### src/rtl/udp_echo_pkg.sv
//----------------------------------------------------------------------------
// Shared types for the UDP echo subsystem: header structs, payload beat
// and the constants that the echo rule depends on
//----------------------------------------------------------------------------

package udp_echo_pkg;

    // Addresses of a received IP datagram
    typedef struct packed {
        logic [31:0] ip_source_ip;
        logic [31:0] ip_dest_ip;
    } ip_rx_hdr_t;

    // UDP header in network order, source_port is sent first
    typedef struct packed {
        logic [15:0] source_port;
        logic [15:0] dest_port;
        logic [15:0] length;
        logic [15:0] checksum;
    } udp_fields_t;

    // Byte 7 holds the first header byte received on the wire
    typedef union packed {
        udp_fields_t     fields;
        logic [7:0][7:0] bytes;
    } udp_hdr_word_u;

    typedef struct packed {
        logic [31:0] ip_source_ip;
        logic [31:0] ip_dest_ip;
        udp_fields_t udp;
    } udp_rx_hdr_t;

    typedef struct packed {
        logic [5:0]  ip_dscp;
        logic [1:0]  ip_ecn;
        logic [7:0]  ip_ttl;
        logic [31:0] ip_source_ip;
        logic [31:0] ip_dest_ip;
        logic [15:0] source_port;
        logic [15:0] dest_port;
        logic [15:0] length;
        logic [15:0] checksum;
    } udp_tx_hdr_t;

    // One byte of a payload stream
    typedef struct packed {
        logic [7:0] tdata;
        logic       tlast;
        logic       tuser;
    } axis_byte_t;

    localparam logic [7:0] ECHO_TTL = 8'd64;  // TTL written into every echo header

endpackage

### src/rtl/udp_rx_parser.sv
//----------------------------------------------------------------------------
// Splits a received IP datagram into a UDP header and a payload stream.
// The first eight payload bytes form the header, the rest go to the FIFO
//----------------------------------------------------------------------------

`timescale 1ns/1ns
`default_nettype none

module udp_rx_parser
    import udp_echo_pkg::*;
(
    input  logic        clk,
    input  logic        reset,

    input  ip_rx_hdr_t  ip_hdr,
    input  logic        ip_hdr_valid,
    output logic        ip_hdr_ready,

    input  axis_byte_t  ip_payload,
    input  logic        ip_payload_valid,
    output logic        ip_payload_ready,

    output udp_rx_hdr_t rx_hdr,
    output logic        rx_hdr_valid,
    input  logic        rx_hdr_ready,

    output axis_byte_t  fifo_in,
    output logic        fifo_in_valid,
    input  logic        fifo_in_ready
);
    localparam logic [1:0] ST_IDLE    = 2'd0;
    localparam logic [1:0] ST_HDR     = 2'd1;
    localparam logic [1:0] ST_PAYLOAD = 2'd2;

    logic [1:0]    state;
    logic [2:0]    byte_cnt;
    logic          hdr_pending;  // Header waits for the loopback
    logic          last_done;    // The tlast beat went to the FIFO
    ip_rx_hdr_t    ip_addr;
    udp_hdr_word_u hdr_word;

    logic payload_fire;
    logic hdr_taken;
    logic tail_taken;

    assign payload_fire = ip_payload_valid && ip_payload_ready;
    assign hdr_taken    = !hdr_pending || rx_hdr_ready;
    assign tail_taken   = last_done || (payload_fire && ip_payload.tlast);

    //------------------------------------------------------------------------
    // Handshake outputs
    //------------------------------------------------------------------------
    always_comb begin
        ip_hdr_ready     = (state == ST_IDLE);
        ip_payload_ready = 1'b0;
        fifo_in_valid    = 1'b0;
        case (state)
            ST_HDR: ip_payload_ready = 1'b1;
            ST_PAYLOAD: begin
                fifo_in_valid    = ip_payload_valid && !last_done;
                ip_payload_ready = fifo_in_ready && !last_done;
            end
            default: ;
        endcase
    end

    assign fifo_in      = ip_payload;
    assign rx_hdr_valid = hdr_pending;
    assign rx_hdr       = {ip_addr.ip_source_ip, ip_addr.ip_dest_ip, hdr_word.fields};

    //------------------------------------------------------------------------
    // Control state
    //------------------------------------------------------------------------
    always_ff @(posedge clk) begin
        if (reset) begin
            state       <= ST_IDLE;
            byte_cnt    <= '0;
            hdr_pending <= 1'b0;
            last_done   <= 1'b0;
        end else begin
            case (state)
                ST_IDLE: begin
                    if (ip_hdr_valid) begin
                        state    <= ST_HDR;
                        byte_cnt <= '0;
                    end
                end
                ST_HDR: begin
                    if (payload_fire) begin
                        byte_cnt <= byte_cnt + 3'd1;
                        if (byte_cnt == 3'd7) begin  // Eighth header byte
                            state       <= ST_PAYLOAD;
                            hdr_pending <= 1'b1;
                            last_done   <= 1'b0;
                        end
                    end
                end
                ST_PAYLOAD: begin
                    if (rx_hdr_valid && rx_hdr_ready) hdr_pending <= 1'b0;
                    if (payload_fire && ip_payload.tlast) last_done <= 1'b1;
                    // Header and tail may finish in either order
                    if (hdr_taken && tail_taken) state <= ST_IDLE;
                end
                default: state <= ST_IDLE;
            endcase
        end
    end

    // Address capture and header byte shifter
    always_ff @(posedge clk) begin
        if (state == ST_IDLE && ip_hdr_valid) ip_addr <= ip_hdr;
        if (state == ST_HDR && payload_fire) begin
            hdr_word.bytes <= {hdr_word.bytes[6:0], ip_payload.tdata};
        end
    end

endmodule

`default_nettype wire

### src/rtl/udp_payload_fifo.sv
//----------------------------------------------------------------------------
// Payload beat FIFO between parser and loopback. Lets the parser start on
// the next datagram while the current one drains
//----------------------------------------------------------------------------

`timescale 1ns/1ns
`default_nettype none

module udp_payload_fifo
    import udp_echo_pkg::*;
#(
    parameter int FIFO_DEPTH = 16  // Power of two
) (
    input  logic       clk,
    input  logic       reset,

    input  axis_byte_t in_data,
    input  logic       in_valid,
    output logic       in_ready,

    output axis_byte_t out_data,
    output logic       out_valid,
    input  logic       out_ready
);
    localparam int ADDR_W = $clog2(FIFO_DEPTH);

    axis_byte_t      mem [FIFO_DEPTH];
    logic [ADDR_W:0] wr_ptr;  // Top bit tells a full buffer from an empty one
    logic [ADDR_W:0] rd_ptr;

    logic full;
    logic empty;
    logic wr_en;
    logic rd_en;

    assign empty = (wr_ptr == rd_ptr);
    assign full  = (wr_ptr[ADDR_W] != rd_ptr[ADDR_W]) &&
                   (wr_ptr[ADDR_W-1:0] == rd_ptr[ADDR_W-1:0]);

    assign in_ready  = !full;
    assign out_valid = !empty;
    assign out_data  = mem[rd_ptr[ADDR_W-1:0]];

    assign wr_en = in_valid && in_ready;
    assign rd_en = out_valid && out_ready;

    always_ff @(posedge clk) begin
        if (wr_en) mem[wr_ptr[ADDR_W-1:0]] <= in_data;
    end

    always_ff @(posedge clk) begin
        if (reset) begin
            wr_ptr <= '0;
            rd_ptr <= '0;
        end else begin
            if (wr_en) wr_ptr <= wr_ptr + 1'b1;
            if (rd_en) rd_ptr <= rd_ptr + 1'b1;
        end
    end

endmodule

`default_nettype wire

### src/rtl/udp_loopback.sv
//----------------------------------------------------------------------------
// Echoes UDP datagrams addressed to UDP_PORT back to their sender and
// drains the payload of all other datagrams
//----------------------------------------------------------------------------

`timescale 1ns/1ns
`default_nettype none

module udp_loopback
    import udp_echo_pkg::*;
#(
    parameter bit [15:0] UDP_PORT = 16'd1234
) (
    input  logic        clk,
    input  logic        reset,

    input  logic [31:0] local_ip,

    input  udp_rx_hdr_t rx_hdr,
    input  logic        rx_hdr_valid,
    output logic        rx_hdr_ready,

    output udp_tx_hdr_t tx_hdr,
    output logic        tx_hdr_valid,
    input  logic        tx_hdr_ready,

    input  axis_byte_t  fifo_out,
    input  logic        fifo_out_valid,
    output logic        fifo_out_ready,

    output axis_byte_t  tx_payload,
    output logic        tx_payload_valid,
    input  logic        tx_payload_ready
);
    localparam logic [1:0] ST_IDLE = 2'd0;
    localparam logic [1:0] ST_FWD  = 2'd1;
    localparam logic [1:0] ST_DROP = 2'd2;

    logic [1:0] state;
    logic       match;
    logic       idle;

    assign match = (rx_hdr.udp.dest_port == UDP_PORT);
    assign idle  = (state == ST_IDLE);

    // A foreign header is swallowed at once, an echo waits for the sink
    assign tx_hdr_valid = idle && rx_hdr_valid && match;
    assign rx_hdr_ready = idle && (match ? tx_hdr_ready : 1'b1);

    always_comb begin
        tx_hdr.ip_dscp      = '0;
        tx_hdr.ip_ecn       = '0;
        tx_hdr.ip_ttl       = ECHO_TTL;
        tx_hdr.ip_source_ip = local_ip;
        tx_hdr.ip_dest_ip   = rx_hdr.ip_source_ip;
        tx_hdr.source_port  = rx_hdr.udp.dest_port;
        tx_hdr.dest_port    = rx_hdr.udp.source_port;
        tx_hdr.length       = rx_hdr.udp.length;
        tx_hdr.checksum     = '0;
    end

    //------------------------------------------------------------------------
    // Payload path
    //------------------------------------------------------------------------
    assign tx_payload       = fifo_out;
    assign tx_payload_valid = (state == ST_FWD) && fifo_out_valid;
    assign fifo_out_ready   = (state == ST_DROP) || ((state == ST_FWD) && tx_payload_ready);

    always_ff @(posedge clk) begin
        if (reset) begin
            state <= ST_IDLE;
        end else begin
            case (state)
                ST_IDLE: begin
                    if (rx_hdr_valid && rx_hdr_ready) state <= match ? ST_FWD : ST_DROP;
                end
                ST_FWD, ST_DROP: begin
                    // The datagram ends with its tlast beat
                    if (fifo_out_valid && fifo_out_ready && fifo_out.tlast) state <= ST_IDLE;
                end
                default: state <= ST_IDLE;
            endcase
        end
    end

endmodule

`default_nettype wire

### src/rtl/udp_echo_top.sv
//----------------------------------------------------------------------------
// UDP echo subsystem: parser, payload FIFO and loopback in a chain.
// Set UDP_PORT and FIFO_DEPTH here
//----------------------------------------------------------------------------

`timescale 1ns/1ns
`default_nettype none

module udp_echo_top
    import udp_echo_pkg::*;
#(
    parameter bit [15:0] UDP_PORT   = 16'd1234,
    parameter int        FIFO_DEPTH = 16
) (
    input  logic        clk,
    input  logic        reset,
    input  logic [31:0] local_ip,

    input  ip_rx_hdr_t  ip_hdr,
    input  logic        ip_hdr_valid,
    output logic        ip_hdr_ready,
    input  axis_byte_t  ip_payload,
    input  logic        ip_payload_valid,
    output logic        ip_payload_ready,

    output udp_tx_hdr_t tx_hdr,
    output logic        tx_hdr_valid,
    input  logic        tx_hdr_ready,
    output axis_byte_t  tx_payload,
    output logic        tx_payload_valid,
    input  logic        tx_payload_ready
);
    udp_rx_hdr_t rx_hdr;
    logic        rx_hdr_valid;
    logic        rx_hdr_ready;
    axis_byte_t  fifo_in;
    logic        fifo_in_valid;
    logic        fifo_in_ready;
    axis_byte_t  fifo_out;
    logic        fifo_out_valid;
    logic        fifo_out_ready;

    udp_rx_parser u_parser (
        .clk              (clk),
        .reset            (reset),
        .ip_hdr           (ip_hdr),
        .ip_hdr_valid     (ip_hdr_valid),
        .ip_hdr_ready     (ip_hdr_ready),
        .ip_payload       (ip_payload),
        .ip_payload_valid (ip_payload_valid),
        .ip_payload_ready (ip_payload_ready),
        .rx_hdr           (rx_hdr),
        .rx_hdr_valid     (rx_hdr_valid),
        .rx_hdr_ready     (rx_hdr_ready),
        .fifo_in          (fifo_in),
        .fifo_in_valid    (fifo_in_valid),
        .fifo_in_ready    (fifo_in_ready)
    );

    udp_payload_fifo #(.FIFO_DEPTH(FIFO_DEPTH)) u_fifo (
        .clk       (clk),
        .reset     (reset),
        .in_data   (fifo_in),
        .in_valid  (fifo_in_valid),
        .in_ready  (fifo_in_ready),
        .out_data  (fifo_out),
        .out_valid (fifo_out_valid),
        .out_ready (fifo_out_ready)
    );

    udp_loopback #(.UDP_PORT(UDP_PORT)) u_loopback (
        .clk              (clk),
        .reset            (reset),
        .local_ip         (local_ip),
        .rx_hdr           (rx_hdr),
        .rx_hdr_valid     (rx_hdr_valid),
        .rx_hdr_ready     (rx_hdr_ready),
        .tx_hdr           (tx_hdr),
        .tx_hdr_valid     (tx_hdr_valid),
        .tx_hdr_ready     (tx_hdr_ready),
        .fifo_out         (fifo_out),
        .fifo_out_valid   (fifo_out_valid),
        .fifo_out_ready   (fifo_out_ready),
        .tx_payload       (tx_payload),
        .tx_payload_valid (tx_payload_valid),
        .tx_payload_ready (tx_payload_ready)
    );

endmodule

`default_nettype wire

### config.mk
export PLATFORM = sky130hd
export DESIGN_NAME = udp_echo_top
export DESIGN_NICKNAME = d
export VERILOG_FILES = /design/src/rtl/udp_echo_pkg.sv /design/src/rtl/udp_rx_parser.sv /design/src/rtl/udp_payload_fifo.sv /design/src/rtl/udp_loopback.sv /design/src/rtl/udp_echo_top.sv
export SDC_FILE = /design/constraint.sdc
export NUM_CORES = 1
export LEC_CHECK = 0
export BUFFER_PORTS_ARGS = -buffer_cell sky130_fd_sc_hd__buf_2
export CORE_MARGIN = 5
export CORE_UTILIZATION = 57
export CTS_BUF_LIST = sky130_fd_sc_hd__clkbuf_8
export DETAILED_ROUTE_END_ITERATION = 8
export PLACE_DENSITY = 0.81
export SYNTH_ARGS = -nofsm -noshare
export SYNTH_HDL_FRONTEND = slang
export SYNTH_HIERARCHICAL = 1
export SYNTH_SLANG_ARGS = --single-unit
### constraint.sdc
create_clock -name clk -period 3.9 [get_ports clk]
set_input_delay 0.585 -clock clk [delete_from_list [all_inputs] [get_ports clk]]
set_output_delay 0.585 -clock clk [all_outputs]
set_load 0.005 [all_outputs]
==> results.cfg <==
[critical_path]
reg2reg_to = u_fifo/mem[13][9]
rrSetupSlack_ns = 1.04
critPathMaxFanout = 19
critPathArrivalTime_ns = 2.90
crit_end = tx_payload[5]
r2r-start = u_parser/state[0]
end_kind = primary output
critPathRequiredTime_ns = 3.31
path_class = reg2out
startpoint_type = register
worstRegToRegCells = 7

[floorplan]
die_h_um = 155
die_area_mm2 = 0.0240
num_rows = 53
core_mm2 = 0.0209
die_w_um = 155
start_util_pct = 57.4
pin_count = 270

[yosys]
syn_inst = 686
mappedNetlistArea_mm2 = 0.0120
ys_warn_count = 6
avgSynthCellArea_um2 = 17.5

[timing]
slew_violations = 0
finalSetupTns_ns = 0
rsz0062_at_grt = no
max_freq_mhz = 287
worst_pin_slew_ns = 0.785
finalHoldViolCount = 0
holdWs_ns = 0.224
setup_violations = 0
finalClockSkew_ns = 0.0177
fin_crit_sh_pct = 89.3
min_period_ns = 3.48
relSlewSlack_pct = 47.6

[grt]
antenna_found_initial = 0
grt-ovfl-total = 0
use_met2_pct = 30.3
met3_usage_pct = 5.09
grt.busiest_layer = met2
gr-usage-all-layers_pct = 17.8
grt_pass1_wl_mm = 33.1
grt_max_degree = 42
met1_usage_pct = 22.3
grt_pass1_vias = 5791

[final_layout]
nets = 851
fin_area_mm2 = 0.0126
insertedDiodeCount = 0
syn_to_final_growth_pct = 4.98
fin_cells = 1032
drive_gt1_share_pct = 30.9

[drt]
drt_wl_total_mm = 21.8
drtIter0Drc = 415
routed_via_density = 5.54
drt_first_pass_iters = 5
post-route-drc-count = 0
ant_nets = 0
vias = 5714
wire_per_inst_um = 21.1

[cts]
ctsLongestPathBuffers = 3
clk_pin_slew_ns = 0.06
postCtsHoldBufs = 0
cts_sinks = 279
htreeDepth = 2
cts_setup_buffers = 0
cts-resized-gates = 0
clockRootBuffer = clkbuf_8
cts_tree = yes
clock_latency_ns = 0.54
cts_buffers = 43

[flow_run]
cap_viol_max_count = 0

[pwr]
p_leak_nw = 4.50
peakVddDrop_mv = 0.195
power_density_mw_per_mm2 = 496

[run_status]
outcome = finished clean

[placed_design]
hpwl_mm = 14.8
dpl-instance-area_mm2 = 0.0118
numPortBuffers = 141
place_inst = 956
routabilityCongestion = 0.879

[min_path]
hp-class = in2reg
==> layer usage <==
layer	share of wire (%)	vias to the layer above
met1	38	2853
met4	2.3	0
met2	51	277
met5	0	-
li1	-	2539
met3	8.3	45
==> worst min path at each step <==
stage / startpoint / end / slack (ns) / depth (start not counted)
final: ip_hdr[58] / u_parser/rx_hdr[122] / 0.22 / 1
after global routing: ip_hdr[43] / u_parser/rx_hdr[107] / 0.19 / 1
after CTS: ip_hdr[58] / u_parser/rx_hdr[122] / 0.19 / 1
after detailed placement: u_parser/hdr_word[4] / u_parser/hdr_word[12] / 0.40 / 0
after global placement: u_parser/hdr_word[7] / u_parser/hdr_word[15] / 0.40 / 0
after floorplan: u_parser/hdr_word[2] / u_parser/hdr_word[10] / 0.40 / 0
==> layout make-up <==
| class | count | area (µm²) |
|---|---|---|
| fillers | 1441 | 8310 |
| flip-flops and latches | 279 | 8150 |
| multi-input cells | 239 | 2530 |
| clock inverters | 32 | 138 |
| repair buffers | 147 | 751 |
| clock buffers | 44 | 606 |
| inverters | 16 | 60.1 |
| well taps | 275 | 344 |
==> per-stage QoR <==
| step | setup WS, ns | utilization (%) | power, mW |
|---|---|---|---|
| after floorplan | 0.998 | - | 4.15 |
| after global placement | 0.957 | 56.7 | 4.17 |
| after detailed placement | 0.948 | 56.7 | 4.21 |
| after CTS | 0.364 | 60.2 | 6.29 |
| after global routing | 0.275 | 60.2 | 6.54 |
| final | 0.417 | 60.2 | 6.24 |
==> where the power goes <==
group | switching [mW] | total, mW | internal, mW
Combinational | 0.372 | 0.606 | 0.234
Clock | 1.04 | 2.09 | 1.05
Sequential | 0.0711 | 3.54 | 3.47
Total | 1.48 | 6.24 | 4.75
==> critical path: stages (launching register included) <==
cell and delay, ns:
dfxtp_2 0.72, buf_4 0.37, mux4_1 0.59, mux4_2 0.51, buf_2 0.15
==> sequential cells by signal, summed over array words and instances (netlist names), named ones only <==
register               count
u_fifo/mem               160
u_fifo/rd_ptr              5
u_fifo/wr_ptr              5
u_loopback/state           2
u_parser/byte_cnt          3
u_parser/hdr_word         64
u_parser/last_done         1
u_parser/rx_hdr           32
u_parser/rx_hdr_valid      1
u_parser/state             2
==> cell usage in the layout, fill, tap and decap left out, types with 2 or more instances in the layout <==
| cell | n |
|---|---|
| edfxtp_1 | 256 |
| buf_2 | 141 |
| clkbuf_8 | 44 |
| inv_1 | 33 |
| conb_1 | 32 |
| mux4_1 | 31 |
| dfxtp_1 | 22 |
| mux4_2 | 19 |
| and3_1 | 15 |
| nor2_1 | 15 |
| ha_1 | 13 |
| nand2_1 | 10 |
| clkinv_1 | 9 |
| a21oi_1 | 8 |
| mux2_2 | 8 |
| nand3_1 | 7 |
| nor2b_1 | 6 |
| nand4_1 | 6 |
| o21ai_0 | 6 |
| buf_4 | 6 |
| nand2b_1 | 6 |
| xnor2_1 | 5 |
| and2_1 | 4 |
| o311ai_0 | 4 |
| clkinv_2 | 3 |
| and4_1 | 3 |
| a211o_1 | 3 |
| mux2i_1 | 3 |
| o31ai_1 | 2 |
| o21a_1 | 2 |
| o22a_1 | 2 |
| nor3_1 | 2 |
Power figures use the tool's default switching activity.
